**src/logic/vp_pkg.sv**
```systemverilog
`default_nettype none

package vp_pkg;

	////////////////////////////////
	// Widths
	////////////////////////////////
	localparam int ROM_AW = 13;
	localparam int CART_AW = 12;
	localparam int DATA_W = 8;
	localparam int SIZE_W = 16;
	localparam int DIV_W = 4;
	localparam int RGB_W = 24;
	localparam int NUMPAD_W = 10;

	// Size thresholds enabling bank lines 0 and 1
	localparam logic [SIZE_W-1:0] BANK0_SIZE = 16'd4096;
	localparam logic [SIZE_W-1:0] BANK1_SIZE = 16'd8192;

	// Enable periods in system clocks
	localparam logic [DIV_W-1:0] CPU_DIV_NTSC = 4'd8;
	localparam logic [DIV_W-1:0] CPU_DIV_PAL = 4'd12;
	localparam logic [DIV_W-1:0] VDC_DIV_NTSC = 4'd6;
	localparam logic [DIV_W-1:0] VDC_DIV_PAL = 4'd10;

	// Open bus value on the cartridge slot
	localparam logic [DATA_W-1:0] EMPTY_BYTE = 8'hFF;

	////////////////////////////////
	// Keyboard
	////////////////////////////////
	typedef struct packed {
		logic toggle;
		logic pressed;
		logic extended;
		logic [7:0] code;
	} key_event_t;

	// Set-2 codes of digits 0 to 9
	localparam logic [7:0] DIGIT_CODES [10] = '{
		8'h45, 8'h16, 8'h1E, 8'h26, 8'h25, 8'h2E, 8'h36, 8'h3D, 8'h3E, 8'h46
	};

	// Set-2 codes of letters a to z
	localparam logic [7:0] LETTER_CODES [26] = '{
		8'h1C, 8'h32, 8'h21, 8'h23, 8'h24, 8'h2B, 8'h34, 8'h33, 8'h43,
		8'h3B, 8'h42, 8'h4B, 8'h3A, 8'h31, 8'h44, 8'h4D, 8'h15, 8'h2D,
		8'h1B, 8'h2C, 8'h3C, 8'h2A, 8'h1D, 8'h22, 8'h35, 8'h1A
	};

	typedef logic [255:0][7:0] ascii_table_t;

	function automatic ascii_table_t build_scan_ascii();
		ascii_table_t t;
		t = '0;
		for (int i = 0; i < 10; i++) begin
			t[DIGIT_CODES[i]] = 8'("0" + i);
		end
		for (int i = 0; i < 26; i++) begin
			t[LETTER_CODES[i]] = 8'("a" + i);
		end
		t[8'h29] = " ";
		t[8'h79] = "+";
		t[8'h7B] = "-";
		t[8'h7C] = "*";
		t[8'h4A] = "/";
		t[8'h55] = "=";
		// GUI keys act as yes and no
		t[8'h1F] = 8'h11;
		t[8'h27] = 8'h12;
		// Enter and backspace
		t[8'h5A] = 8'h0A;
		t[8'h66] = 8'h08;
		return t;
	endfunction

	// Unlisted codes stay at 0x00
	localparam ascii_table_t SCAN_ASCII = build_scan_ascii();

	////////////////////////////////
	// Video colour
	////////////////////////////////
	typedef struct packed {
		logic r;
		logic g;
		logic b;
		logic luma;
	} colour_bits_t;

	typedef union packed {
		logic [3:0] index;
		colour_bits_t bits;
	} colour_code_u;

	// Calibrated palette, four entries per line
	localparam logic [RGB_W-1:0] PALETTE_NTSC [16] = '{
		24'h000000, 24'h676767, 24'h1A37BE, 24'h5C80F6,
		24'h006D07, 24'h56C469, 24'h2AAABE, 24'h77E6EB,
		24'h790000, 24'hC75151, 24'h94309F, 24'hDC84E8,
		24'h77670B, 24'hC6B86A, 24'hCECECE, 24'hFFFFFF
	};

	localparam logic [RGB_W-1:0] PALETTE_PAL [16] = '{
		24'h000000, 24'h494949, 24'h0000B6, 24'h4949FF,
		24'h00B601, 24'h49FF49, 24'h00B6C9, 24'h49FFFF,
		24'hB60000, 24'hFF4949, 24'hB600B6, 24'hFF49FF,
		24'hB6B600, 24'hFFFF49, 24'hB6B6B6, 24'hFFFFFF
	};

endpackage

`default_nettype wire

```
**src/logic/clock_enable_gen.sv**
```systemverilog
`timescale 1ns/1ps
`default_nettype none

module clock_enable_gen (
	input  logic clk_sys,
	input  logic reset,
	input  logic is_pal_i,
	output logic cpu_en_o,
	output logic vdc_en_o
);

	// Channel 0 is the CPU, channel 1 the VDC
	logic [vp_pkg::DIV_W-1:0] end_cnt [2];
	logic [vp_pkg::DIV_W-1:0] cnt_q [2];
	logic [1:0] pulse_q;

	// Last count of the period for the selected standard
	always_comb begin
		end_cnt[0] = (is_pal_i ? vp_pkg::CPU_DIV_PAL : vp_pkg::CPU_DIV_NTSC) - 1'b1;
		end_cnt[1] = (is_pal_i ? vp_pkg::VDC_DIV_PAL : vp_pkg::VDC_DIV_NTSC) - 1'b1;
	end

	always_ff @(posedge clk_sys or posedge reset) begin
		if (reset) begin
			cnt_q <= '{default: '0};
			pulse_q <= '0;
		end else begin
			for (int i = 0; i < 2; i++) begin
				// Greater-or-equal also wraps when the period shrinks
				if (cnt_q[i] >= end_cnt[i]) begin
					cnt_q[i] <= '0;
					pulse_q[i] <= 1'b1;
				end else begin
					cnt_q[i] <= cnt_q[i] + 1'b1;
					pulse_q[i] <= 1'b0;
				end
			end
		end
	end

	assign cpu_en_o = pulse_q[0];
	assign vdc_en_o = pulse_q[1];

endmodule

`default_nettype wire

```
**config.mk**
```make
export PLATFORM = sky130hd
export DESIGN_NAME = clock_enable_gen
export DESIGN_NICKNAME = d
export VERILOG_FILES = /design/src/logic/vp_pkg.sv /design/src/logic/clock_enable_gen.sv
export SDC_FILE = /design/constraint.sdc
export NUM_CORES = 1
export LEC_CHECK = 0
export BUFFER_PORTS_ARGS = -buffer_cell sky130_fd_sc_hd__buf_2
export CAP_MARGIN = 40
export CORE_UTILIZATION = 35
export DETAILED_ROUTE_END_ITERATION = 10
export PLACE_DENSITY_LB_ADDON = 0.1
export REMOVE_ABC_BUFFERS = 1
export SLEW_MARGIN = 20
export SYNTH_ARGS = -nofsm -noshare
export SYNTH_HDL_FRONTEND = slang
export SYNTH_SLANG_ARGS = --single-unit
```
**constraint.sdc**
```tcl
create_clock -name clk_sys -period 2.2 [get_ports clk_sys]
set_clock_uncertainty 0.05 [all_clocks]
set_input_delay 0.44 -clock clk_sys [delete_from_list [all_inputs] [get_ports clk_sys]]
set_output_delay 0.44 -clock clk_sys [all_outputs]
set_load 0.01 [all_outputs]
```
Yosys cells after proc, flatten, opt, wreduce, memory -nomap -nowiden
Index checks and enable logic that the tools add are counted.
W data, S select, Z words.
{"block": "totals", "register_bits": 10, "in_bits": 3, "out_inout_bits": 2, "elab_cells": 15}
{"block": "classes", "n_addsub": 4, "n_lt_le_gt_ge": 2, "n_mux": 6}
{"cell": "$mux W4", "count": 3}
{"cell": "$add A4 B1 Y4 const B", "count": 2}
{"cell": "$ge A4 B4 Y1", "count": 2}
{"cell": "$sub A4 B1 Y4 const B", "count": 2}
{"cell": "$mux W3", "count": 1}
{"cell": "$mux W1", "count": 2}

Depth between registers and ports, before layout
{"block": "depth", "ltp_word": 4, "ltp_mapped": 5, "depth_no_buf": 5}

Worst setup path after synthesis
No wires, ideal clock.
{"block": "synth_path", "path_kind": "register -> register", "from": "reg cnt_q[0] (netlist bit)", "to": "reg cnt_q[0] (netlist bit)", "setup_time_ps": 94, "arrival_time_ps": 1131, "t_required_ps": 2056, "setup_slack_ps": 925, "stages_incl_launch_ff": 5, "n_path_buf": 0, "synth_period_minus_slack_ps": 1275, "path_cell_list": "dfrtp_1 ha_1 nand2b_4 a21o_1 a211oi_1"}
{"block": "synth_between", "elab_chain_cells": 2, "word_cells_on_any_way": 3, "cone_classes": "add/sub: 1; order compare: 1; mux: 1"}
{"item": "start, declared", "line_no": "clock_enable_gen.sv:14", "text": "logic [vp_pkg::DIV_W-1:0] cnt_q [2];"}
{"item": "start signal, assigned by index", "line_no": "clock_enable_gen.sv:34", "text": "cnt_q[i] <= cnt_q[i] + 1'b1;"}
{"item": "$add A4 B1 Y4 / $ge A4 B4 Y1 (equally long branches)", "line_no": "clock_enable_gen.sv:34, clock_enable_gen.sv:30"}
{"item": "$mux W4 (*)", "line_no": "clock_enable_gen.sv:30", "text": "if (cnt_q[i] >= end_cnt[i]) begin"}
Mark *: on every way between the ends. The rest lies on a longest branch, timed or not.

Final worst setup path
Ends and elaborated chain as after synthesis.

==> run summary <==
VDD IR max: 0.000456 V
Yosys top cell by area: dfrtp_1
Pre-antenna DRT Iters: 4
synthesized area per cell: 11.8 µm²
post-route minimum period: 1.38 ns
post-DP HPWL: 586 µm
WL per Instance: 11.4 µm
Comb pwr share: 41.6%
Post-Synthesis Cells: 43
Clock power frac: 15.8%
Distinct cells, synth: 12
Critical Path Source: cnt_q[0]
Worst Path Required: 2.32 ns
r2r startpoint: cnt_q[0]
setup TNS: 0 ns
area occupied by multi-input gates: 238 µm²
die area: 1600 µm²
I/O pin cnt: 5
commonest non-fill, non-tap cell in the layout: dfrtp_1
number of synthesized register bits: 10
hold_ws: 0.0889 ns
Final Hold Violating Endpoints: 0
Die Y-Extent: 40.1 µm
Tightest Pin Transition: 0.374 ns
Die X-Extent: 40.1 µm
Max Freq: 726 MHz
Pint: 489 µW
via-per-instance ratio: 4.91
top cells by area, synth: dfrtp_1 (49%), ha_1 (20%), a21o_1 (5.9%), a211oi_1 (4.4%), inv_1 (3.7%)
Synth warnings: 0
Global Route Usage Sum: 13.0%
PD cells: 1350 nW/µm²
Syn-to-layout area delta: 12.1%
FF-to-FF End: cnt_q[0]
CTS sink count: 10
R2R depth: 4
Synth top area share: 49.4%
Nets: 63
I/O Buffers: 4
CP Capture Type: flop
Worst Hold Class: in2async
crit path kind: reg2reg
Final Setup Violations: 0
GPL Wtd Cong: 0.801
# diodes: 0
first-pass GRT wire length: 1310 µm
CTS root buf: clkbuf_4
Post-Syn Area: 507 µm²
hold_buf cts: 0
final worst slack: 0.823 ns
CTS resizes: 0
Finished Layout Cells: 65
status: complete, no violations
worst skew pair latency: 0.26 ns
most frequent cells in the layout: dfrtp_1 (10), ha_1 (8), inv_1 (5)
cell row count: 13
CP max FO: 5
Max Root-Sink Buffers: 2
vias in the first global route: 294
Post-Place Setup Slack: 0.712 ns
# DRC: 0
Initial Utilization: 38.5%
grt ovf: 0
largest net degree at the start of global routing: 11
sequential share of the synthesized area: 49.4%
RSZ-0062 raised after global routing: false
CP arrival: 1.50 ns
placed insts: 62
switching pwr: 276 µW
Max Slew Vio Count: 0
Post-DRT Antenna Nets: 0
Placement Cell Area: 546 µm²
Starting DRT DRC Count: 14
number of H-tree levels: 1
Switching Share: 36.0%
Worst-path clk slew: 0.06 ns
CTS buffer count: 3
Final period util: 62.6%
flop-to-flop setup slack: 0.82 ns
max-cap violations: 0
routed wire length: 739 µm
fin area: 568 µm²
fillers: 118
CORE AREA: 1320 µm²
P_leak: 0.000317 µW
layout cell share with drive strength beyond 1: 16.0%
CTS tree: done
Vias: 319
initial antenna violation count: 0
Critical Path Start Type: flop
Reg power frac: 42.6%
Slew Limit Headroom: 75.0%
Post-CTS Setup Inserts: 0
storage element area: 250 µm²
## worst max-delay path: stages, from the launching register on
cell,delay [ns]
dfrtp_1,0.42
ha_1,0.21
nand2b_4,0.13
a21o_1,0.22
a211oi_1,0.25
## synthesized netlist by cell type
master,count
ha_1,8
nand2b_4,1
nand2b_1,1
xnor2_1,2
dfrtp_1,10
nand3_1,2
a21oi_1,1
a21o_1,4
a211oi_1,3
nor2_1,4
inv_1,5
xor2_1,2
## layout make-up
| cell class | instances | share of cell area (%) |
|---|---|---|
| sequential | 10 | 44.1 |
| multi-input combinational | 28 | 41.9 |
| clock buffer | 3 | 3.96 |
| timing repair buffer | 4 | 3.52 |
| inverter | 5 | 3.30 |
| tap | 15 | 3.30 |
## flip-flops by register name, summed over array words and instances, names as in the netlist
register	flops
pulse_q	2
cnt_q	8
## stage by stage
step,power [µW],util [%]
floorplan,575,-
global placement,641,41.4
detailed placement,652,41.4
CTS,778,43.1
global route,837,43.1
finish,765,43.1
## routing by layer
metal / wire length, µm / vias to the layer above / track usage, % / part of all wire, %
li1: - / 158 / - / -
met1: 380 / 149 / 16.1 / 51
met2: 295 / 7 / 18.5 / 40
met3: 34 / 5 / 5.56 / 4.6
met4: 29 / 0 / 7.76 / 3.9
met5: 0 / - / 0 / 0
## how the worst max path moves through the flow
stage / end / slack [ns]
final: cnt_q[0] / 0.82
after global routing: cnt_q[3] / 0.74
after CTS: cnt_q[0] / 0.81
after detailed placement: cnt_q[7] / 0.71
after global placement: cnt_q[0] / 0.73
after floorplan: cnt_q[0] / 0.93
## cells by family (layout without fill, tap and decap cells)
| kind of cell | Yosys count | after routing | share of synthesized area [%] |
|---|---|---|---|
| flip-flops | 10 | 10 | 49.4 |
| adder cells (fa/ha/maj) | 8 | 8 | 19.8 |
| AO/OA/AOI/OAI | 8 | 8 | 11.4 |
| AND/OR/NAND/NOR | 8 | 8 | 8.89 |
| buffers and inverters | 5 | 12 | 3.70 |
| XOR/XNOR | 4 | 4 | 6.91 |
## power groups by stage
stage | Combinational, µW | Sequential, µW | Clock (µW)
3_5_place_dp | 321 | 331 | 0
2_1_floorplan | 249 | 326 | 0
3_3_place_gp | 314 | 327 | 0
6_report | 318 | 326 | 121
5_1_grt | 367 | 338 | 131
4_1_cts | 325 | 327 | 127
(Power assumes the default switching activity.)
