--- config.mk ---
export PLATFORM = sky130hd
export DESIGN_NAME = palette_lut
export DESIGN_NICKNAME = d
export VERILOG_FILES = /design/src/logic/vp_pkg.sv /design/src/logic/palette_lut.sv
export SDC_FILE = /design/constraint.sdc
export NUM_CORES = 1
export LEC_CHECK = 0
export ABC_AREA = 1
export BUFFER_PORTS_ARGS = -buffer_cell sky130_fd_sc_hd__buf_2
export CORE_ASPECT_RATIO = 1.5
export CORE_MARGIN = 3
export CORE_UTILIZATION = 48
export DETAILED_ROUTE_END_ITERATION = 10
export PLACE_DENSITY = 0.75
export SYNTH_ARGS = -nofsm -noshare
export SYNTH_HDL_FRONTEND = slang
export SYNTH_SLANG_ARGS = --single-unit
--- constraint.sdc ---
create_clock -name clk_sys -period 0.8 [get_ports clk_sys]
set_input_delay 0.12 -clock clk_sys [delete_from_list [all_inputs] [get_ports clk_sys]]
set_output_delay 0.12 -clock clk_sys [all_outputs]
set_load 0.005 [all_outputs]
--- src/logic/vp_pkg.sv ---
`default_nettype none

package vp_pkg;

	////////////////////////////////
	// Widths
	////////////////////////////////
	localparam int ROM_AW = 13;
	localparam int CART_AW = 12;
	localparam int DATA_W = 8;
	localparam int SIZE_W = 16;
	localparam int DIV_W = 4;
	localparam int RGB_W = 24;
	localparam int NUMPAD_W = 10;

	// Size thresholds enabling bank lines 0 and 1
	localparam logic [SIZE_W-1:0] BANK0_SIZE = 16'd4096;
	localparam logic [SIZE_W-1:0] BANK1_SIZE = 16'd8192;

	// Enable periods in system clocks
	localparam logic [DIV_W-1:0] CPU_DIV_NTSC = 4'd8;
	localparam logic [DIV_W-1:0] CPU_DIV_PAL = 4'd12;
	localparam logic [DIV_W-1:0] VDC_DIV_NTSC = 4'd6;
	localparam logic [DIV_W-1:0] VDC_DIV_PAL = 4'd10;

	// Open bus value on the cartridge slot
	localparam logic [DATA_W-1:0] EMPTY_BYTE = 8'hFF;

	////////////////////////////////
	// Keyboard
	////////////////////////////////
	typedef struct packed {
		logic toggle;
		logic pressed;
		logic extended;
		logic [7:0] code;
	} key_event_t;

	// Set-2 codes of digits 0 to 9
	localparam logic [7:0] DIGIT_CODES [10] = '{
		8'h45, 8'h16, 8'h1E, 8'h26, 8'h25, 8'h2E, 8'h36, 8'h3D, 8'h3E, 8'h46
	};

	// Set-2 codes of letters a to z
	localparam logic [7:0] LETTER_CODES [26] = '{
		8'h1C, 8'h32, 8'h21, 8'h23, 8'h24, 8'h2B, 8'h34, 8'h33, 8'h43,
		8'h3B, 8'h42, 8'h4B, 8'h3A, 8'h31, 8'h44, 8'h4D, 8'h15, 8'h2D,
		8'h1B, 8'h2C, 8'h3C, 8'h2A, 8'h1D, 8'h22, 8'h35, 8'h1A
	};

	typedef logic [255:0][7:0] ascii_table_t;

	function automatic ascii_table_t build_scan_ascii();
		ascii_table_t t;
		t = '0;
		for (int i = 0; i < 10; i++) begin
			t[DIGIT_CODES[i]] = 8'("0" + i);
		end
		for (int i = 0; i < 26; i++) begin
			t[LETTER_CODES[i]] = 8'("a" + i);
		end
		t[8'h29] = " ";
		t[8'h79] = "+";
		t[8'h7B] = "-";
		t[8'h7C] = "*";
		t[8'h4A] = "/";
		t[8'h55] = "=";
		// GUI keys act as yes and no
		t[8'h1F] = 8'h11;
		t[8'h27] = 8'h12;
		// Enter and backspace
		t[8'h5A] = 8'h0A;
		t[8'h66] = 8'h08;
		return t;
	endfunction

	// Unlisted codes stay at 0x00
	localparam ascii_table_t SCAN_ASCII = build_scan_ascii();

	////////////////////////////////
	// Video colour
	////////////////////////////////
	typedef struct packed {
		logic r;
		logic g;
		logic b;
		logic luma;
	} colour_bits_t;

	typedef union packed {
		logic [3:0] index;
		colour_bits_t bits;
	} colour_code_u;

	// Calibrated palette, four entries per line
	localparam logic [RGB_W-1:0] PALETTE_NTSC [16] = '{
		24'h000000, 24'h676767, 24'h1A37BE, 24'h5C80F6,
		24'h006D07, 24'h56C469, 24'h2AAABE, 24'h77E6EB,
		24'h790000, 24'hC75151, 24'h94309F, 24'hDC84E8,
		24'h77670B, 24'hC6B86A, 24'hCECECE, 24'hFFFFFF
	};

	localparam logic [RGB_W-1:0] PALETTE_PAL [16] = '{
		24'h000000, 24'h494949, 24'h0000B6, 24'h4949FF,
		24'h00B601, 24'h49FF49, 24'h00B6C9, 24'h49FFFF,
		24'hB60000, 24'hFF4949, 24'hB600B6, 24'hFF49FF,
		24'hB6B600, 24'hFFFF49, 24'hB6B6B6, 24'hFFFFFF
	};

endpackage

`default_nettype wire

--- src/logic/palette_lut.sv ---
`timescale 1ns/1ps
`default_nettype none

module palette_lut (
	input  logic clk_sys,
	input  logic reset,
	input  logic is_pal_i,
	input  vp_pkg::colour_code_u colour_i,
	output logic [vp_pkg::RGB_W-1:0] rgb_o
);

	// One cycle from colour code to pixel
	always_ff @(posedge clk_sys or posedge reset) begin
		if (reset) begin
			rgb_o <= '0;
		end else if (is_pal_i) begin
			rgb_o <= vp_pkg::PALETTE_PAL[colour_i.index];
		end else begin
			rgb_o <= vp_pkg::PALETTE_NTSC[colour_i.index];
		end
	end

endmodule

`default_nettype wire

# Yosys cells after proc, flatten, opt, wreduce, memory -nomap -nowiden
# Memories as Yosys holds them, arrays and structs flattened.
# Cells that the tools add are included.
classes:
  order_cmp: 1
  mux: 5
  bitwise_logic: 1
ops:
  columns: ["cell", "count"]
  rows:
  - ["$mux W24", 5]
  - ["$ge A5 B5 Y1 const B", 1]
  - ["$not A4 Y5", 1]
totals:
  ff_bits: 24
  romBits: 768
  input_bits: 7
  output_inout_bits: 24
  word_cells: 10
  mem_count: 2
mem_list:
  columns: ["name", "depth", "word_bits", "rd", "rd_clocked_by_memory_dff", "wr", "line", "source"]
  rows:
  - ["(name not given)", 16, 24, 1, 0, 0, "palette_lut.sv:19", "rgb_o <= vp_pkg::PALETTE_NTSC[colour_i.index];"]
  - ["(name not given)", 16, 24, 1, 0, 0, "palette_lut.sv:17", "rgb_o <= vp_pkg::PALETTE_PAL[colour_i.index];"]

# Logic depth before layout (Yosys ltp)
logic_depth:
  depth_word: 5
  depth_mapped: 9
  ltp_nobuf: 9

# Worst setup path before layout
# Ideal clock, no wire load.
synth_timing:
  path_kind: "input -> register"
  start: "in colour_i[0] (netlist bit)"
  end: "reg rgb_o[3] (netlist bit)"
  setup_time_ps: 113
  arrival_time_ps: 891
  t_required_ps: 687
  path_slack_ps: -204
  stages: 9
  path_buffers: 0
  path_cell_list: "inv_1 ha_1 inv_1 nand2_1 nand2_1 nand2_1 nand2_1 nand2_1 inv_1"
synth_between:
  elab_chain_len: 5
  word_cells_on_any_way: 8
  cone_classes: "mux: 5; bitwise: 1; memory: 2"
synth_lines:
  columns: ["item", "line", "source"]
  rows:
  - ["start: declaration", "palette_lut.sv:8", "input vp_pkg::colour_code_u colour_i,"]
  - ["$not A4 Y5 (implied by the code) (*)", "palette_lut.sv:17, palette_lut.sv:19", null]
  - ["$mem_v2 Z16 W24, on equally long branches", null, null]
  - ["$mux W24, on equally long branches (2 in series)", "palette_lut.sv:19, palette_lut.sv:17", null]
  - ["$mux W24 (*)", "palette_lut.sv:16", "end else if (is_pal_i) begin"]
  - ["end signal: assignment", "palette_lut.sv:17", null]
  - ["end signal: assignment", "palette_lut.sv:19", null]
  - ["end: declaration", "palette_lut.sv:9", "output logic [vp_pkg::RGB_W-1:0] rgb_o"]
# Every way passes the cells marked *; elsewhere a longest branch is shown, timed or not. The select of a mux whose other input is x is not followed.

# Worst setup path in the final report
layout_timing:
  start: "reg rgb_o[2] (netlist bit)"
  end: "out rgb_o[2] (netlist bit)"
# No word-level cell between the ends.

==> flow_metrics.py <==
metrics = {
    "drt": {
        "drc": 0,
        "wl_um": 4270,
        "firstDrtPassIters": 4,
        "via_per_inst": 5.41,
        "wl_per_cell_um": 15.6,
        "dr_total_vias": 1478,
        "ant_nets": 0,
        "first_iter_violations": 90,
    },
    "placement": {
        "io_buffers": 30,
        "postPlaceCellArea_mm2": 0.00180,
        "place.gp.congestion": 0.911,
        "dp.cells": 264,
        "pre_cts_slack_ns": -0.376,
        "hpwl_um": 2900,
    },
    "logic_synthesis": {
        "synth_edf_count": 0,
        "synth_area_per_cell_um2": 7.90,
        "synthXorXnorAreaFrac_pct": 0,
        "synthMuxAreaShare_pct": 0,
        "synthArstFlopShare_pct": 100,
        "ys_seq_elements": 24,
        "synth-simple-area-share_pct": 32.1,
        "synth_compound_area_share_pct": 8.09,
        "yosysSeqAreaShare_pct": 42.2,
        "synth_top_family_by_area": "simple AND/OR/NAND/NOR gates",
        "synth_area_mm2": 0.00142,
        "ys_warn_count": 0,
        "syn_inst": 180,
        "synth_adder_area_share_pct": 7.04,
        "yosysUniqueCellTypes": 21,
        "syn_nets": 195,
        "synthFlopType": "dfrtp_1",
    },
    "layout": {
        "area_growth_pct": 46.5,
        "stdcell_area_mm2": 0.00208,
        "top_register": "rgb_o",
        "drive_above_1_share_pct": 47.9,
        "diodes": 0,
        "nets": 253,
        "final_cells": 273,
        "largest_reg_flops": 24,
        "largest_registers": "rgb_o x24",
    },
    "global_route": {
        "grt_max_degree": 25,
        "track_usage_pct": 24.2,
        "antenna_found_initial": 0,
        "grt_pass1_vias": 1414,
        "grt_overflow": 0,
        "grt_pass1_wl_um": 6760,
    },
    "clock_network": {
        "htreeDepth": 1,
        "cts_sinks": 24,
        "clockBufferDepth": 2,
        "cts_root_buf": "clkbuf_8",
        "cts_made_buffers": 3,
        "cts.clk_slew.worst_paths_ns": 0.08,
        "tritoncts": "yes",
    },
    "power": {
        "p_total_mw": 3.02,
        "leakage_nw": 1.07,
        "p_per_area_mw_per_mm2": 1450,
        "max-vdd-ir-drop_mv": 1.05,
    },
    "timing": {
        "period_needed_ns": 0.903,
        "tightest_slew_ns": 0.291,
        "period_share_pct": 113,
        "setup_ws_ns": -0.103,
        "setup_viol": 38,
        "slew_headroom_pct": 80.6,
        "fmax_mhz": 1110,
        "hold_viol_final": 0,
        "maxSlewViolCount": 0,
        "grt_setup_unrepaired": "true",
    },
    "floorplan": {
        "core_area_mm2": 0.00276,
        "num_io_pins": 31,
        "initial_core_util_pct": 51.5,
        "rows": 23,
        "die_h_um": 72.7,
        "die_w_um": 50.5,
        "dieArea_mm2": 0.00367,
    },
    "setup_path": {
        "cp-end-kind": "primary output",
        "slowest_stage": "dfrtp_1",
        "critPathMaxStageDelay_ns": 0.39,
        "crit_fanout": 1,
        "cp_num_buf_inv": 1,
        "arrival_ns": 0.78,
        "required_ns": 0.68,
        "start_kind": "flop",
        "crit_family": "flip-flops",
        "path_cells": "buf_2",
        "path_class": "flop to primary output",
    },
    "run_status": {
        "status": "finished, violations left",
        "violations": "negative setup slack",
    },
    "run": {
        "maxCapViolations": 0,
    },
    "min_path": {
        "hold_path_class": "input pin to flop",
    },
}
## path summary, 6_finish.rpt
path,startpoint,end,depth (start not counted)
worst max-delay path,rgb_o[2],rgb_o[2],1
worst min-delay path,colour_i[1],rgb_o[7],3
max in group asynchronous,reset,rgb_o[6],4
min in group asynchronous,reset,rgb_o[0],4
## cells in the mapped netlist, types with 2 or more instances
| master | count | share of area, % |
|---|---|---|
| nand2_1 | 63 | 17 |
| dfrtp_1 | 24 | 42 |
| nand3_1 | 20 | 7.0 |
| inv_1 | 14 | 3.7 |
| a21oi_1 | 8 | 2.8 |
| ha_1 | 8 | 7.0 |
| nor2_1 | 8 | 2.1 |
| o21ai_0 | 7 | 2.5 |
| buf_6 | 5 | 4.0 |
| nand2_2 | 5 | 2.2 |
| o21ai_1 | 5 | 1.8 |
| inv_2 | 2 | 0.53 |
| nor2_4 | 2 | 1.6 |
| o211ai_1 | 2 | 1.1 |
## layer usage
layer | global-route usage, % | vias to the layer above | wire, µm
li1 | - | 682 | -
met1 | 29.9 | 713 | 1600
met2 | 43.5 | 66 | 2300
met3 | 1.84 | 17 | 204
met4 | 8.98 | 0 | 166
met5 | 0 | - | 0
## stage by stage
stage	util (%)	hold WS, ns	setup TNS [ns]
2_1_floorplan	-	0.135	-1.67
3_3_place_gp	65.1	0.146	-6.67
3_5_place_dp	65.1	0.153	-7.33
4_1_cts	71.2	0.213	-2.02
5_1_grt	75.5	0.235	-3.71
6_report	75.5	0.224	-2.35
## power breakdown
part | total [mW] | switching [mW] | internal (mW)
registers | 1.35 | 0.0257 | 1.32
logic | 0.953 | 0.536 | 0.416
clock network | 0.714 | 0.377 | 0.337
total | 3.02 | 0.939 | 2.08
## cells by family (layout without fill, tap and decap cells)
kind of cell    after synthesis  in the layout
compound gates               22             22
fa+ha+maj                     8              8
buf+inv                      25             80
flops                        24             24
simple gates                101            102
## cell usage in the layout (no fill, tap or decap), drive strengths merged
cell type	n
nand2	69
buf	55
dfrtp	24
nand3	21
inv	16
nor2	12
o21ai	12
a21oi	8
ha	8
clkbuf	5
clkinvlp	2
o211ai	2
clkinv	1
dlygate4sd3	1
## layout make-up
cell class / count / area (µm²)
repair buffers: 58 / 438
clock buffers: 3 / 41.3
flip-flops and latches: 24 / 601
multi-input cells: 132 / 870
inverters: 19 / 88.8
well taps: 37 / 46.3
fillers: 217 / 678
## what timing repair did
item,CTS,global route
resized for setup,25,24
pin swaps,7,7
setup endpoints to repair,44,45
endpoints found under the hold margin,24,0
buffers inserted,1,3
gates cloned,1,0
hold buffers,1,0
Note: power is estimated with default switching activity, not from simulation.
