`src/logic/vp_pkg.sv`:
```
`default_nettype none

package vp_pkg;

	////////////////////////////////
	// Widths
	////////////////////////////////
	localparam int ROM_AW = 13;
	localparam int CART_AW = 12;
	localparam int DATA_W = 8;
	localparam int SIZE_W = 16;
	localparam int DIV_W = 4;
	localparam int RGB_W = 24;
	localparam int NUMPAD_W = 10;

	// Size thresholds enabling bank lines 0 and 1
	localparam logic [SIZE_W-1:0] BANK0_SIZE = 16'd4096;
	localparam logic [SIZE_W-1:0] BANK1_SIZE = 16'd8192;

	// Enable periods in system clocks
	localparam logic [DIV_W-1:0] CPU_DIV_NTSC = 4'd8;
	localparam logic [DIV_W-1:0] CPU_DIV_PAL = 4'd12;
	localparam logic [DIV_W-1:0] VDC_DIV_NTSC = 4'd6;
	localparam logic [DIV_W-1:0] VDC_DIV_PAL = 4'd10;

	// Open bus value on the cartridge slot
	localparam logic [DATA_W-1:0] EMPTY_BYTE = 8'hFF;

	////////////////////////////////
	// Keyboard
	////////////////////////////////
	typedef struct packed {
		logic toggle;
		logic pressed;
		logic extended;
		logic [7:0] code;
	} key_event_t;

	// Set-2 codes of digits 0 to 9
	localparam logic [7:0] DIGIT_CODES [10] = '{
		8'h45, 8'h16, 8'h1E, 8'h26, 8'h25, 8'h2E, 8'h36, 8'h3D, 8'h3E, 8'h46
	};

	// Set-2 codes of letters a to z
	localparam logic [7:0] LETTER_CODES [26] = '{
		8'h1C, 8'h32, 8'h21, 8'h23, 8'h24, 8'h2B, 8'h34, 8'h33, 8'h43,
		8'h3B, 8'h42, 8'h4B, 8'h3A, 8'h31, 8'h44, 8'h4D, 8'h15, 8'h2D,
		8'h1B, 8'h2C, 8'h3C, 8'h2A, 8'h1D, 8'h22, 8'h35, 8'h1A
	};

	typedef logic [255:0][7:0] ascii_table_t;

	function automatic ascii_table_t build_scan_ascii();
		ascii_table_t t;
		t = '0;
		for (int i = 0; i < 10; i++) begin
			t[DIGIT_CODES[i]] = 8'("0" + i);
		end
		for (int i = 0; i < 26; i++) begin
			t[LETTER_CODES[i]] = 8'("a" + i);
		end
		t[8'h29] = " ";
		t[8'h79] = "+";
		t[8'h7B] = "-";
		t[8'h7C] = "*";
		t[8'h4A] = "/";
		t[8'h55] = "=";
		// GUI keys act as yes and no
		t[8'h1F] = 8'h11;
		t[8'h27] = 8'h12;
		// Enter and backspace
		t[8'h5A] = 8'h0A;
		t[8'h66] = 8'h08;
		return t;
	endfunction

	// Unlisted codes stay at 0x00
	localparam ascii_table_t SCAN_ASCII = build_scan_ascii();

	////////////////////////////////
	// Video colour
	////////////////////////////////
	typedef struct packed {
		logic r;
		logic g;
		logic b;
		logic luma;
	} colour_bits_t;

	typedef union packed {
		logic [3:0] index;
		colour_bits_t bits;
	} colour_code_u;

	// Calibrated palette, four entries per line
	localparam logic [RGB_W-1:0] PALETTE_NTSC [16] = '{
		24'h000000, 24'h676767, 24'h1A37BE, 24'h5C80F6,
		24'h006D07, 24'h56C469, 24'h2AAABE, 24'h77E6EB,
		24'h790000, 24'hC75151, 24'h94309F, 24'hDC84E8,
		24'h77670B, 24'hC6B86A, 24'hCECECE, 24'hFFFFFF
	};

	localparam logic [RGB_W-1:0] PALETTE_PAL [16] = '{
		24'h000000, 24'h494949, 24'h0000B6, 24'h4949FF,
		24'h00B601, 24'h49FF49, 24'h00B6C9, 24'h49FFFF,
		24'hB60000, 24'hFF4949, 24'hB600B6, 24'hFF49FF,
		24'hB6B600, 24'hFFFF49, 24'hB6B6B6, 24'hFFFFFF
	};

endpackage

`default_nettype wire

```
`src/logic/key_translator.sv`:
```
`timescale 1ns/1ps
`default_nettype none

module key_translator (
	input  logic clk_sys,
	input  logic reset,
	input  vp_pkg::key_event_t key_event_i,
	input  logic [vp_pkg::NUMPAD_W-1:0] joy_numpad_i,
	output logic kbd_ready_o,
	output logic [7:0] kbd_ascii_o,
	output logic kbd_released_o
);

	logic toggle_q;
	logic [vp_pkg::NUMPAD_W-1:0] numpad_q;
	logic key_chg;
	logic pad_chg;

	// Lowest set button wins
	function automatic logic [7:0] numpad_ascii(input logic [vp_pkg::NUMPAD_W-1:0] pad);
		logic [7:0] ascii;
		ascii = 8'h00;
		for (int i = vp_pkg::NUMPAD_W - 1; i >= 0; i--) begin
			if (pad[i]) begin
				// Top button is the zero key
				ascii = (i == 9) ? "0" : 8'("1" + i);
			end
		end
		return ascii;
	endfunction

	////////////////////////////////
	// Change detect
	////////////////////////////////
	assign key_chg = key_event_i.toggle != toggle_q;
	assign pad_chg = joy_numpad_i != numpad_q;

	always_ff @(posedge clk_sys or posedge reset) begin
		if (reset) begin
			toggle_q <= 1'b0;
			numpad_q <= '0;
		end else begin
			toggle_q <= key_event_i.toggle;
			numpad_q <= joy_numpad_i;
		end
	end

	////////////////////////////////
	// Key event out
	////////////////////////////////
	always_ff @(posedge clk_sys or posedge reset) begin
		if (reset) begin
			kbd_ready_o <= 1'b0;
			kbd_ascii_o <= 8'h00;
			kbd_released_o <= 1'b0;
		end else begin
			// One-cycle strobe on either source
			kbd_ready_o <= key_chg | pad_chg;
			if (key_chg) begin
				// Scan code beats the numpad
				kbd_ascii_o <= vp_pkg::SCAN_ASCII[key_event_i.code];
			end else if (pad_chg) begin
				kbd_ascii_o <= numpad_ascii(joy_numpad_i);
			end
			if (key_chg | pad_chg) begin
				// Held numpad button keeps the key down
				kbd_released_o <= ~key_event_i.pressed & ~(|joy_numpad_i);
			end
		end
	end

endmodule

`default_nettype wire

```
`config.mk`:
```
export PLATFORM = sky130hd
export DESIGN_NAME = key_translator
export DESIGN_NICKNAME = d
export VERILOG_FILES = /design/src/logic/vp_pkg.sv /design/src/logic/key_translator.sv
export SDC_FILE = /design/constraint.sdc
export NUM_CORES = 1
export LEC_CHECK = 0
export BUFFER_PORTS_ARGS = -buffer_cell sky130_fd_sc_hd__buf_2
export CAP_MARGIN = 5
export CORE_MARGIN = 2
export CORE_UTILIZATION = 50
export DETAILED_ROUTE_END_ITERATION = 10
export PLACE_DENSITY_LB_ADDON = 0.25
export SETUP_SLACK_MARGIN = 0.02
export SLEW_MARGIN = 0
export SYNTH_ARGS = -nofsm -noshare
export SYNTH_HDL_FRONTEND = slang
export SYNTH_SLANG_ARGS = --single-unit
```
`constraint.sdc`:
```
create_clock -name clk_sys -period 2.3 [get_ports clk_sys]
set_input_delay 0 -clock clk_sys [delete_from_list [all_inputs] [get_ports clk_sys]]
set_output_delay 0 -clock clk_sys [all_outputs]
set_load 0.05 [all_outputs]
```
After elaboration in Yosys (flattened, before gate mapping)
Memory sizes are Yosys's and may differ from the RTL's. Cells that the tools add are included.

Order comparisons: 1. Eq/ne operators: 2. Reductions and logical operators: 2. Bitwise logic cells: 4. Muxes and demuxes: 13.

Operators with widths (count): $mux 8 (12); $ne 10x10->1 (1); $reduce_or 10->1 (1); $lt 8x9->1 const B (1); $mux 6 (1); $not 1->1 (2); $reduce_bool 2->1 (1); $and 1x1->1 (1); $ne 1x1->1 (1); $or 1x1->1 (1).

Output and inout bits: 10. Word-level logic and storage cells: 28. Bits of input ports: 23. Bits in read-only memories: 2048. Memories: 1. Register bits: 21.

Memories: (no name shown) (depth 256, bits a word 8, read ports 1, clocked after Yosys merged registers in 0, wr ports 0, RTL line key_translator.sv:61) `kbd_ascii_o <= vp_pkg::SCAN_ASCII[key_event_i.code];`.

Longest topological paths before layout
Depth in word-level cells: 12. Gate-level depth with buffers: 10. Mapped depth without buffers: 8.

Worst setup path before layout
No wires, ideal clock.

Path type: input to register. Start point: input port key_event_i[1] (netlist bit). End point: register kbd_ascii_o[0]. Arrival: 1.492 ns. Required time: 2.223 ns. Path slack: 0.731 ns. Cell stages on the path: 10. Buffers on the path: 2. Setup time: 0.077 ns. Cell sequence: buf_2 inv_1 ha_1 buf_4 nand3b_1 a21o_1 a221o_1 o311ai_1 a32oi_1 a21oi_1.

Longest elaborated chain between the ends: 3.

Ends and longest elaborated chain: start: declaration (RTL line key_translator.sv:7) `input vp_pkg::key_event_t key_event_i,`; $mem_v2 256x8; $mux 8 (not written as such) (RTL line key_translator.sv:61); $mux 8 (RTL line key_translator.sv:59) `if (key_chg) begin`; end signal: assignment (RTL line key_translator.sv:61); end signal: assignment (RTL line key_translator.sv:63) `kbd_ascii_o <= numpad_ascii(joy_numpad_i);`; end: declaration (RTL line key_translator.sv:10) `output logic [7:0] kbd_ascii_o,`.

Every way passes these cells. The select of a mux whose other input is x is not followed. A chain may end at the register's enable or synchronous reset.

Worst setup path after layout
Start point: register toggle_q. End point: register kbd_released_o.

Longest elaborated chain between the ends: 2.

Ends and longest elaborated chain: start: declaration (RTL line key_translator.sv:14) `logic toggle_q;`; start signal: assignment (RTL line key_translator.sv:43) `toggle_q <= key_event_i.toggle;`; $ne 1x1->1 (RTL line key_translator.sv:35) `assign key_chg = key_event_i.toggle != toggle_q;`; $or 1x1->1 (RTL line key_translator.sv:65) `if (key_chg | pad_chg) begin`; end signal: assignment (RTL line key_translator.sv:67) `kbd_released_o <= ~key_event_i.pressed & ~(|joy_numpad_i);`; end: declaration (RTL line key_translator.sv:11) `output logic kbd_released_o`.

Every way passes these cells.

==> impl_summary.txt <==
----------------------------------------------------
[Status]
  Status ... finished, final reports clean

[Clocking]
  Buffer depth of the longest clock path ... 2
  CTS Buf Count ... 3
  Clock latency reported for the late side of the worst-skew pair ... 290 ps
  H-Tree Depth ... 1
  Root buffer cell ... sky130_fd_sc_hd__clkbuf_4
  Number of clock sinks ... 20
  CTS clock-pin slew for the worst setup and hold paths ... 110 ps
  TritonCTS clock tree ... built

[STA]
  Worst clock skew ... 8.28 ps
  Max Slew Vio Count ... 0
  Worst slew margin relative to its limit ... 50.9%
  RSZ-0062 raised after global routing ... no
  Setup Viol. Count Final ... 0
  Hold Fails Final Rpt ... 0
  Final critical path time including I/O delays and setup ... 1930 ps
  Final sum of negative setup slack ... 0 ps
  Final critical-path share of the clock period ... 83.9%
  Slack of the critical path ... 370 ps
  Transition at the pin with the smallest max-transition slack ... 735 ps
  Minimum hold slack ... 59.2 ps
  Maximum operating frequency ... 518 MHz

[Critical path]
  Reg-to-reg slack, setup ... 370 ps
  Crit path largest cell delay ... 410 ps
  Worst Path Buf+Inv ... 0
  Arrival time at the worst endpoint ... 2120 ps
  Capture instance of the worst register-to-register path ... kbd_released_o
  Origin of the critical flop-to-flop path ... toggle_q
  Dominant delay contributor by cell family on the critical path ... simple AND/OR/NAND/NOR gates
  Worst Path Required ... 2490 ps
  Worst setup EP type ... flip-flop
  Cell breakdown of the critical path ... xnor2_2 -> nand4_1 -> nor2_1 -> nand4_2 -> mux2_2
  Largest driver fanout on the critical path ... 15
  Kind of critical path ... reg2reg
  Startpoint kind of the worst setup timing path ... flip-flop
  Worst Reg-to-Reg Cells ... 5
  Cell at the slowest stage of the critical path ... sky130_fd_sc_hd__dfrtp_1

[Min path]
  Kind of path behind the tightest hold check ... in2reg
  Startpoint of the most critical hold path ... key_event_i[9]
  Cell count of the worst hold path ... 3
  Worst Hold Path EP ... kbd_released_o

[Place]
  Post-place instance area ... 1930 sq um
  Worst slack at placement ... 365 ps
  Port Buf Inserts ... 30
  Estimated wirelength of the detail-placed design ... 3340 microns
  Final GP Congestion ... 0.876

[Synth]
  Cell count after synthesis ... 217
  Post-synthesis net count ... 248
  Register bit count reported by yosys ... 20
  Count of synthesis-stage warnings from yosys ... 0
  Unique cell type count in the Yosys netlist ... 52
  Average cell area after synthesis ... 8.39 sq um
  Number of enable flip-flop cells after synthesis ... 0
  Post-synthesis sequential area ratio ... 27.5%
  Post-Syn Area ... 1820 sq um
  Share of async-settable or async-resettable flops after synthesis ... 100%
  Primary FF master, synth ... sky130_fd_sc_hd__dfrtp_1

[Floorplanning]
  Initial Util ... 53.3%
  Io pins ... 33
  Die Height ... 64.3 microns
  Total core area ... 3420 sq um
  Floorplan die area ... 4140 sq um
  FP Rows ... 21
  Chip width ... 64.3 microns

[GRT]
  Total GRT Usage ... 23.8%
  Vias in the first global route ... 1675
  Antenna violations before repair ... 0
  Pin count of the biggest net entering global routing ... 30
  Grt ovf ... 0
  First-pass GRT wire length ... 7960 microns

[Run]
  MaxCap Viol Count ... 0

[Power and ir drop]
  Areal power density over the cells ... 436 nW/um^2
  Total power ... 0.911 mW
  Largest vdd supply drop ... 0.189 mV
  Pleak ... 0.893 nW

[Detailed routing]
  Violation count after the first detailed-route iteration ... 122
  ANT nets after route ... 0
  Final wirelength ... 4600 microns
  DR vias ... 1798
  Post-detailed-route wirelength per cell ... 15.6 microns
  Remaining design rule violation count ... 0
  Average vias per placed instance ... 6.09
  Total iterations of the first detailed-routing run ... 5

[Final layout]
  Area growth from synthesis to final layout ... 14.8%
  Most common cell after layout, fill and taps aside ... sky130_fd_sc_hd__buf_2
  Most used cells in the layout excluding fill and tap cells ... sky130_fd_sc_hd__buf_2, sky130_fd_sc_hd__dfrtp_1, sky130_fd_sc_hd__nor2_1, sky130_fd_sc_hd__nand2_1
  Antenna fix cells ... 0
  Cell area after layout ... 2090 sq um
  Proportion of layout cells with a drive suffix above 1 ... 19.7%
  Final #Nets ... 281

----------------------------------------------------
==> logic make-up after synthesis <==
kind of cell,share of synthesized area (%)
AOI/OAI and AO/OA,25.2
xor gates and xnor gates,6.19
adders and majority gates,5.50
buffers and inverters,8.04
DFF,27.5
muxes,5.22
other,0.206
and+or+nand+nor,22.2
==> per-layer routing <==
metal | share of wire, % | GRT usage, %
met1 | 43 | 32.6
met2 | 49 | 41.7
met3 | 7.4 | 1.41
met4 | 0.46 | 4.52
met5 | 0 | 0
==> synth_stat cells, drive strengths merged, types with 2 or more instances <==
cell	number	area [sq um]
a211oi	4	30.0
a21o	2	15.0
a21oi	12	60.1
a221oi	3	26.3
a311oi	4	35.0
a31oi	7	43.8
a32oi	2	17.5
buf	15	105
dfrtp	20	500
ha	8	100
inv	10	37.5
mux2	4	52.6
mux2i	2	20.0
nand2	17	63.8
nand2b	10	70.1
nand3	12	60.1
nand3b	3	22.5
nand4	4	31.3
nor2	18	70.1
nor2b	5	31.3
nor3	4	20.0
o211ai	5	42.5
o21a	3	22.5
o21ai	8	40.0
o221ai	2	17.5
o22ai	2	12.5
o311ai	4	35.0
o31ai	3	22.5
xnor2	12	113
==> state kept, by name (all words and copies together), names as in the netlist <==
name / flops
kbd_released_o: 1
numpad_q: 10
kbd_ascii_o: 7
kbd_ready_o: 1
toggle_q: 1
==> worst max-delay path by stage <==
stage | start | end | slack (ps) | depth (start not counted)
2_1_floorplan | key_event_i[1] | kbd_ascii_o[0] | 730 | 10
3_3_place_gp | toggle_q | kbd_released_o | 370 | 5
3_5_place_dp | key_event_i[1] | kbd_ascii_o[0] | 370 | 9
4_1_cts | toggle_q | kbd_released_o | 340 | 5
5_1_grt | toggle_q | kbd_released_o | 190 | 5
6_report | toggle_q | kbd_released_o | 370 | 5
==> worst reg2reg max path: cells and delay by family, from the launching register on <==
kind,cells,cell delay (ps)
simple gates,3,660
flops,1,410
xor+xnor,1,350
mux,1,400
==> timing repair <==
| action | 4_1_cts | 5_1_grt |
|---|---|---|
| hold buffers | 12 | 0 |
| resized for setup | 0 | 0 |
| endpoints found under the hold margin | 31 | 0 |
| setup buffers | 0 | 0 |
==> area by class of cell <==
cell class	count	area (sq um)
clock buffer	4	36.3
fill	306	1330
inverter	10	37.5
multi-input combinational	171	1170
sequential	20	500
tap	46	57.6
timing repair buffer	44	285
==> where the power goes <==
part | total [mW] | switching (mW) | internal (mW)
Combinational | 0.330 | 0.206 | 0.124
Clock | 0.196 | 0.100 | 0.0964
Sequential | 0.384 | 0.0112 | 0.373
Total | 0.911 | 0.317 | 0.594
==> through the flow <==
stage                     cells  utilization [%]
after detailed placement    279             56.6
after floorplan             217                -
after global placement      279             56.6
after global routing        295             61.2
final                       295             61.2
after CTS                   295             61.2
Power figures use the tool's default switching activity.
