## config.mk

```make
export PLATFORM = sky130hd
export DESIGN_NAME = cart_loader_flat
export DESIGN_NICKNAME = d
export VERILOG_FILES = /design/src/logic/vp_pkg.sv /design/src/logic/rom_port_if.sv /design/src/logic/cart_loader.sv /design/src/flat_wrapper.sv
export SDC_FILE = /design/constraint.sdc
export NUM_CORES = 1
export LEC_CHECK = 0
export ABC_AREA = 1
export BUFFER_PORTS_ARGS = -buffer_cell sky130_fd_sc_hd__buf_4
export CORE_ASPECT_RATIO = 1.2
export CORE_MARGIN = 4
export CORE_UTILIZATION = 44
export CTS_CLUSTER_SIZE = 24
export DETAILED_ROUTE_END_ITERATION = 10
export GPL_TIMING_DRIVEN = 0
export PLACE_DENSITY = 0.78
export SLEW_MARGIN = 20
export SYNTH_ARGS = -nofsm -noshare
export SYNTH_HDL_FRONTEND = slang
export SYNTH_SLANG_ARGS = --single-unit
```

## constraint.sdc

```tcl
create_clock -name clk_sys -period 1.8 [get_ports clk_sys]
set_clock_uncertainty 0.2 [all_clocks]
set_input_delay 0.18 -clock clk_sys [delete_from_list [all_inputs] [get_ports clk_sys]]
set_output_delay 0.18 -clock clk_sys [all_outputs]
set_load 0.02 [all_outputs]
```

## src/logic/vp_pkg.sv

```systemverilog
`default_nettype none

package vp_pkg;

	////////////////////////////////
	// Widths
	////////////////////////////////
	localparam int ROM_AW = 13;
	localparam int CART_AW = 12;
	localparam int DATA_W = 8;
	localparam int SIZE_W = 16;
	localparam int DIV_W = 4;
	localparam int RGB_W = 24;
	localparam int NUMPAD_W = 10;

	// Size thresholds enabling bank lines 0 and 1
	localparam logic [SIZE_W-1:0] BANK0_SIZE = 16'd4096;
	localparam logic [SIZE_W-1:0] BANK1_SIZE = 16'd8192;

	// Enable periods in system clocks
	localparam logic [DIV_W-1:0] CPU_DIV_NTSC = 4'd8;
	localparam logic [DIV_W-1:0] CPU_DIV_PAL = 4'd12;
	localparam logic [DIV_W-1:0] VDC_DIV_NTSC = 4'd6;
	localparam logic [DIV_W-1:0] VDC_DIV_PAL = 4'd10;

	// Open bus value on the cartridge slot
	localparam logic [DATA_W-1:0] EMPTY_BYTE = 8'hFF;

	////////////////////////////////
	// Keyboard
	////////////////////////////////
	typedef struct packed {
		logic toggle;
		logic pressed;
		logic extended;
		logic [7:0] code;
	} key_event_t;

	// Set-2 codes of digits 0 to 9
	localparam logic [7:0] DIGIT_CODES [10] = '{
		8'h45, 8'h16, 8'h1E, 8'h26, 8'h25, 8'h2E, 8'h36, 8'h3D, 8'h3E, 8'h46
	};

	// Set-2 codes of letters a to z
	localparam logic [7:0] LETTER_CODES [26] = '{
		8'h1C, 8'h32, 8'h21, 8'h23, 8'h24, 8'h2B, 8'h34, 8'h33, 8'h43,
		8'h3B, 8'h42, 8'h4B, 8'h3A, 8'h31, 8'h44, 8'h4D, 8'h15, 8'h2D,
		8'h1B, 8'h2C, 8'h3C, 8'h2A, 8'h1D, 8'h22, 8'h35, 8'h1A
	};

	typedef logic [255:0][7:0] ascii_table_t;

	function automatic ascii_table_t build_scan_ascii();
		ascii_table_t t;
		t = '0;
		for (int i = 0; i < 10; i++) begin
			t[DIGIT_CODES[i]] = 8'("0" + i);
		end
		for (int i = 0; i < 26; i++) begin
			t[LETTER_CODES[i]] = 8'("a" + i);
		end
		t[8'h29] = " ";
		t[8'h79] = "+";
		t[8'h7B] = "-";
		t[8'h7C] = "*";
		t[8'h4A] = "/";
		t[8'h55] = "=";
		// GUI keys act as yes and no
		t[8'h1F] = 8'h11;
		t[8'h27] = 8'h12;
		// Enter and backspace
		t[8'h5A] = 8'h0A;
		t[8'h66] = 8'h08;
		return t;
	endfunction

	// Unlisted codes stay at 0x00
	localparam ascii_table_t SCAN_ASCII = build_scan_ascii();

	////////////////////////////////
	// Video colour
	////////////////////////////////
	typedef struct packed {
		logic r;
		logic g;
		logic b;
		logic luma;
	} colour_bits_t;

	typedef union packed {
		logic [3:0] index;
		colour_bits_t bits;
	} colour_code_u;

	// Calibrated palette, four entries per line
	localparam logic [RGB_W-1:0] PALETTE_NTSC [16] = '{
		24'h000000, 24'h676767, 24'h1A37BE, 24'h5C80F6,
		24'h006D07, 24'h56C469, 24'h2AAABE, 24'h77E6EB,
		24'h790000, 24'hC75151, 24'h94309F, 24'hDC84E8,
		24'h77670B, 24'hC6B86A, 24'hCECECE, 24'hFFFFFF
	};

	localparam logic [RGB_W-1:0] PALETTE_PAL [16] = '{
		24'h000000, 24'h494949, 24'h0000B6, 24'h4949FF,
		24'h00B601, 24'h49FF49, 24'h00B6C9, 24'h49FFFF,
		24'hB60000, 24'hFF4949, 24'hB600B6, 24'hFF49FF,
		24'hB6B600, 24'hFFFF49, 24'hB6B6B6, 24'hFFFFFF
	};

endpackage

`default_nettype wire

```

## src/logic/rom_port_if.sv

```systemverilog
`timescale 1ns/1ps
`default_nettype none

// One requester of the cartridge ROM
interface rom_port_if;
	logic [vp_pkg::ROM_AW-1:0] addr;
	logic [vp_pkg::DATA_W-1:0] wdata;
	logic we;
	logic re;
	// Valid one cycle after a granted read
	logic [vp_pkg::DATA_W-1:0] rdata;

	modport requester (output addr, output wdata, output we, output re, input rdata);

	modport arbiter (input addr, input wdata, input we, input re, output rdata);

endinterface

`default_nettype wire

```

## src/logic/cart_loader.sv

```systemverilog
`timescale 1ns/1ps
`default_nettype none

module cart_loader (
	input  logic clk_sys,
	input  logic reset,
	input  logic dl_active_i,
	input  logic dl_wr_i,
	input  logic [vp_pkg::DATA_W-1:0] dl_data_i,
	rom_port_if.requester load_port,
	output logic [vp_pkg::SIZE_W-1:0] cart_size_o
);

	logic dl_active_q;
	logic dl_start;
	logic [vp_pkg::SIZE_W-1:0] count_q;
	logic [vp_pkg::SIZE_W-1:0] base;

	// Rising edge of the download flag
	assign dl_start = dl_active_i & ~dl_active_q;

	// A write in the start cycle already lands at zero
	assign base = dl_start ? '0 : count_q;

	always_ff @(posedge clk_sys or posedge reset) begin
		if (reset) begin
			dl_active_q <= 1'b0;
			count_q <= '0;
		end else begin
			dl_active_q <= dl_active_i;
			count_q <= base + {{(vp_pkg::SIZE_W-1){1'b0}}, load_port.we};
		end
	end

	// Byte count doubles as write address
	assign load_port.we = dl_active_i & dl_wr_i;
	assign load_port.addr = base[vp_pkg::ROM_AW-1:0];
	assign load_port.wdata = dl_data_i;
	// Write-only requester
	assign load_port.re = 1'b0;

	assign cart_size_o = count_q;

endmodule

`default_nettype wire

```

## src/flat_wrapper.sv

```systemverilog
// flat-port wrapper written by rule: the top's interface ports become plain ports
module cart_loader_flat 
  (clk_sys, reset, dl_active_i, dl_wr_i, dl_data_i, cart_size_o, load_port_addr, load_port_wdata, load_port_we, load_port_re, load_port_rdata);
  rom_port_if load_port_i ();
  input  logic clk_sys;
  input  logic reset;
  input  logic dl_active_i;
  input  logic dl_wr_i;
  input  logic [vp_pkg::DATA_W-1:0] dl_data_i;
  output logic [vp_pkg::SIZE_W-1:0] cart_size_o;
  output wire logic [$bits(load_port_i.addr)-1:0] load_port_addr;
  output wire logic [$bits(load_port_i.wdata)-1:0] load_port_wdata;
  output wire logic [$bits(load_port_i.we)-1:0] load_port_we;
  output wire logic [$bits(load_port_i.re)-1:0] load_port_re;
  input wire logic [$bits(load_port_i.rdata)-1:0] load_port_rdata;
  assign load_port_addr = load_port_i.addr;
  assign load_port_wdata = load_port_i.wdata;
  assign load_port_we = load_port_i.we;
  assign load_port_re = load_port_i.re;
  assign load_port_i.rdata = load_port_rdata;
  cart_loader u_core (.clk_sys(clk_sys), .reset(reset), .dl_active_i(dl_active_i), .dl_wr_i(dl_wr_i), .dl_data_i(dl_data_i), .load_port(load_port_i), .cart_size_o(cart_size_o));
endmodule
```

* Yosys cells after proc, flatten, opt, wreduce, memory -nomap -nowiden *
Index checks and enable logic that the tools add are counted.
W data, S select, Z words.

storage, ports and cells
  input port bits = 20
  memories kept = 0
  ROM bits = 0
  memory bits (writable) = 0
  logic and storage cells = 7
  output and inout port bits = 39
  bits in registers = 17
  bits in latches = 0

operators by class
  eq/ne operators = 0
  multipliers = 0
  magnitude comparators = 0
  shift operators = 0
  bitwise logic cells = 3
  add/subtract/negate cells = 1
  reductions and logical operators = 0
  divide/modulo/power cells = 0
  multiplexer cells = 1

operator list
  operator         count
  $add A16 B1 Y16  1
  $mux W16         1
  $and A1 B1 Y1    2
  $not A1 Y1       1

* Logic depth before layout (Yosys ltp) *
  depth after elaboration = 4
  gate-level depth with buffers = 11
  mapped depth without buffers = 11

* Least setup slack after synthesis *
OpenSTA, ideal clock, no wires.

  kind = register to register
  start = register u_core.count_q (netlist bit u_core.cart_size_o[0])
  end = register u_core.count_q (netlist bit u_core.cart_size_o[10])
  clock period less this slack = 1.987 ns
  path buffers = 0
  data arrival time = 1.670 ns
  stages on the path, launching flop included = 11
  data required time = 1.483 ns
  setup time = 0.117 ns
  slack = -0.187 ns
  cells stage by stage = dfrtp_1 inv_1 nor2_1 ha_1 inv_1 nor2_4 nand2_4 nor2_4 nand2_1 nand2_1 nand2_1

between the ends
  longest elaborated chain between the ends = 2

RTL lines
  element                   RTL line            text
  start: declaration        cart_loader.sv:16   logic [vp_pkg::SIZE_W-1:0] count_q;
  start signal: assignment  cart_loader.sv:31   count_q <= base + {{(vp_pkg::SIZE_W-1){1'b0}}, load_port.we};
  $mux W16                  cart_loader.sv:23   assign base = dl_start ? '0 : count_q;
  via load_port_addr[0]     flat_wrapper.sv:11  output wire logic [$bits(load_port_i.addr)-1:0] load_port_addr;
  $add A16 B1 Y16           cart_loader.sv:31

The timed path passes the listed nets, and every way through them passes these cells.

* Worst setup path after layout *
  start = register u_core.dl_active_q
  end = output port load_port_addr[10]

between the ends
  longest elaborated chain between the ends = 3

RTL lines
  element                   RTL line            text
  start: declaration        cart_loader.sv:14   logic dl_active_q;
  start signal: assignment  cart_loader.sv:30   dl_active_q <= dl_active_i;
  $not A1 Y1                cart_loader.sv:20   assign dl_start = dl_active_i & ~dl_active_q;
  $and A1 B1 Y1             cart_loader.sv:20
  $mux W16                  cart_loader.sv:23
  end: declaration          flat_wrapper.sv:11

Every way passes these cells.

==> tab_implementation.tex <==
\begin{tabular}{lr}
\hline
Metric & Value \\
\hline
\multicolumn{2}{l}{\textbf{Floorplanning}} \\
Cell Rows & 19 \\
Die area & 3410 sq um \\
Core Area & 2354 sq um \\
Die height & 63.17 microns \\
Width of the die & 53.98 microns \\
Starting utilization of the core area & 0.4742 \\
Number of primary I/O pins & 59 \\
\multicolumn{2}{l}{\textbf{Clock tree}} \\
Worst skew pair latency & 0.30 ns \\
H-tree level count & 1 \\
Master cell of the clock root buffer & clkbuf\_4 \\
Sink count of the clock tree & 17 \\
Number of buffers on the longest clock path & 2 \\
Clock tree from TritonCTS & yes \\
Register clock-pin slew on the reported worst setup and hold paths & 0.10 ns \\
TritonCTS buffer count & 3 \\
\multicolumn{2}{l}{\textbf{Setup path}} \\
CP required & 1.42 ns \\
R2R Path Start & u\_core.dl\_active\_q \\
Reg-to-Reg End & u\_core.cart\_size\_o[10] \\
Critical path type & reg2out \\
Data arrival, critical path & 1.37 ns \\
Reg2Reg Depth & 11 \\
Type of element launching the critical path & register \\
Type of destination of the critical path & output pin \\
Highest fanout seen on the critical path & 6 \\
CP max stage delay & 0.42 ns \\
Cell with the largest stage delay on the worst path & dfrtp\_1 \\
Cell breakdown of the critical path & buf\_4, inv\_4, nand2\_8, buf\_8, nand2\_4, inv\_2, buf\_6 \\
Register-to-register setup slack & 0.07 ns \\
\multicolumn{2}{l}{\textbf{Timing}} \\
Post-route clock period utilization & 0.9747 \\
RSZ-0062 raised after global routing & true \\
Worst Hold Margin & 0.07836 ns \\
Final-report hold violation count & 0 \\
Number of pins with negative max-slew slack in the final report & 0 \\
Minimum clock period after layout & 1.754 ns \\
Measured slew at the worst slew-check pin & 0.6712 ns \\
Final setup vio count & 0 \\
Fmax achieved & 570.0 MHz \\
Slew Limit Headroom & 0.5520 \\
\multicolumn{2}{l}{\textbf{GRT}} \\
Pin count of the biggest net entering global routing & 18 \\
Number of global-route vias before repair & 1071 \\
GRT Residual Overflow & 0 \\
Global router's overall resource usage & 0.1778 \\
First-pass GRT wire length & 4554 microns \\
Number of antenna violations at the first check in global routing & 0 \\
\multicolumn{2}{l}{\textbf{Synthesis}} \\
Count of cell types in the netlist & 21 \\
Share of the synthesized area in the top cell type & 0.3812 \\
Synthesized net count & 174 \\
Post-synthesis cell area & 1116 sq um \\
Number of enable flip-flop cells after synthesis & 0 \\
Multiplexer share of the synthesized area & 0 \\
Xor and xnor area share after synthesis & 0.03924 \\
Leading post-synthesis cells by cell area & dfrtp\_1, nand2\_1, inv\_1 \\
Most used flip-flop cell after synthesis & dfrtp\_1 \\
Area fraction in and, or, nand and nor cells after synthesis & 0.3812 \\
Fraction of the mapped netlist area in compound gates & 0.004484 \\
Dominant cell type by area after synthesis & dfrtp\_1 \\
Number of warnings reported in the yosys synthesis log & 0 \\
Share of the yosys chip area belonging to registers & 0.3812 \\
Asr flop ratio synth & 1.000 \\
Mapped Avg Cell Area & 7.343 sq um \\
Combinational family with the most area after synthesis & simple AND/OR/NAND/NOR gates \\
Post-synthesis register bit count & 17 \\
Adder-cell share of the synthesized area & 0.02242 \\
Gate count of the mapped netlist & 152 \\
\multicolumn{2}{l}{\textbf{Layout}} \\
Final net count & 229 \\
Area growth from synthesis to layout & 46.97\% \\
Layout cell share with drive strength beyond 1 & 0.4175 \\
Antenna diodes & 0 \\
Final non-filler cell total & 237 \\
\multicolumn{2}{l}{\textbf{Placed design}} \\
Routability Congestion & 0.8394 \\
Post-DP HPWL & 2143 microns \\
Number of port buffers & 41 \\
Cells after DPL & 224 \\
\multicolumn{2}{l}{\textbf{Drt}} \\
TritonRoute pass-1 iters & 4 \\
Met2 WL & 1497 microns \\
Met3 WL & 246 microns \\
Vias post-DR & 1122 \\
Wire length on met1 & 1120 microns \\
DRC Markers & 0 \\
Wire length per cell after detailed routing & 12.41 microns \\
Total detailed-routing wirelength & 2941 microns \\
Remaining antenna violation count after routing & 0 \\
Avg Vias per Cell & 4.734 \\
Max layer used & met4 \\
Number of DRC violations after detailed-routing iteration 0 & 19 \\
\multicolumn{2}{l}{\textbf{Pwr}} \\
VDD IR max & 0.5835 mV \\
Tot Pwr & 879.7 uW \\
LEAKAGE & 0.0009029 uW \\
Power density over the cells & 536.3 nW/um\^{}2 \\
\multicolumn{2}{l}{\textbf{Hold path}} \\
Tightest Hold Check Type & in2reg \\
Hold Crit Depth & 4 \\
Startpoint of the most critical hold path & dl\_active\_i \\
Hold endpoint & u\_core.cart\_size\_o[3] \\
\multicolumn{2}{l}{\textbf{Run}} \\
Max cap viols & 0 \\
\multicolumn{2}{l}{\textbf{Outcome}} \\
Result of the run & finished, final reports clean \\
\hline
\end{tabular}
-- cells by family after synthesis --
kind of cell               count (synthesis)
and+or+nand+nor                           88
buffers and inverters                     38
DFF                                       17
xor gates and xnor gates                   5
adders and majority gates                  2
AOI/OAI and AO/OA                          1
other                                      1
-- placed cells by master, fill, tap and decap left out --
cell / Yosys / layout
buf_4: 9 / 54
nand2_1: 38 / 34
inv_1: 26 / 24
nor2_1: 24 / 20
dfrtp_1: 17 / 17
nand3_1: 9 / 9
nor2_4: 6 / 8
nor2_2: 3 / 5
nand2_2: 2 / 4
xor2_1: 4 / 4
nand2_4: 2 / 3
clkbuf_4: 0 / 3
inv_2: 1 / 2
nand4_1: 2 / 2
dlygate4sd3_1: 0 / 2
buf_6: 0 / 2
inv_4: 0 / 1
nand2_8: 0 / 1
buf_8: 1 / 1
and2_1: 1 / 1
nand3b_1: 1 / 1
clkinv_1: 1 / 1
a21oi_1: 1 / 1
xnor2_1: 1 / 1
ha_2: 0 / 1
ha_1: 2 / 1
conb_1: 1 / 1
clkbuf_1: 0 / 1
clkbuf_16: 0 / 1
-- cells in the mapped netlist (2+ instances only) --
cell type and n:
buf_4 9, nand4_1 2, nand2_2 2, nor2_4 6, nor2_2 3, dfrtp_1 17, xor2_1 4, nand2_1 38
ha_1 2, nand2_4 2, nand3_1 9, inv_1 26, nor2_1 24
-- layout make-up --
| type | count | area (sq um) |
|---|---|---|
| fillers | 197 | 713.2 |
| multi-input cells | 97 | 554.3 |
| flip-flops and latches | 17 | 425.4 |
| repair buffers | 50 | 405.4 |
| inverters | 28 | 107.6 |
| plain buffers | 10 | 82.58 |
| well taps | 31 | 38.79 |
| clock buffers | 4 | 26.28 |
-- power breakdown --
part           internal (uW)  switching, uW  total, uW
logic                    111            137        248
clock network           86.4            129        216
registers                399           17.0        416
-- sequential cells by signal, summed over array words and instances (netlist names) --
name                count
u_core.dl_active_q      1
u_core.cart_size_o     16
-- per-stage QoR --
| step | utilization | setup WS [ns] | TNS [ns] | instance area, sq um |
|---|---|---|---|---|
| detailed placement | 0.6247 | 0.02095 | 0 | 1470 |
| global route | 0.6970 | -0.04497 | -0.1413 | 1640 |
| CTS | 0.6443 | 0.006204 | 0 | 1516 |
| floorplan | - | 0.01310 | 0 | 1124 |
| global placement | 0.6247 | 0.09358 | 0 | 1470 |
| finish | 0.6970 | 0.04554 | 0 | 1640 |
-- metal layers --
layer | vias to the layer above | GRT usage
met3 | 7 | 0.05660
li1 | 548 | -
met2 | 50 | 0.2970
met4 | 0 | 0.07788
met5 | - | 0
met1 | 517 | 0.1991
-- worst max-delay path, delay by kind of cell (launching register included) --
kind          cells  cell delay, ns
buf+inv           5            0.51
simple gates      2            0.13
flops             1            0.42
-- how the worst max path moves through the flow --
stage / from / end / slack [ns] / cells after the start
floorplan: u_core.cart_size_o[0] / u_core.cart_size_o[10] / 0.01 / 10
global placement: dl_active_i / u_core.cart_size_o[10] / 0.09 / 12
detailed placement: dl_active_i / u_core.cart_size_o[10] / 0.02 / 12
CTS: u_core.dl_active_q / u_core.cart_size_o[10] / 0.006 / 10
global route: u_core.cart_size_o[0] / u_core.cart_size_o[10] / -0.04 / 10
finish: u_core.dl_active_q / load_port_addr[10] / 0.05 / 7
-- timing repair --
action | CTS | global route
setup buffers | 0 | 6
gates resized for setup | 0 | 17
hold endpoints to repair | 18 | 0
endpoints found under the setup margin | 0 | 7
hold buffers | 2 | 0
(Power assumes the default switching activity.)
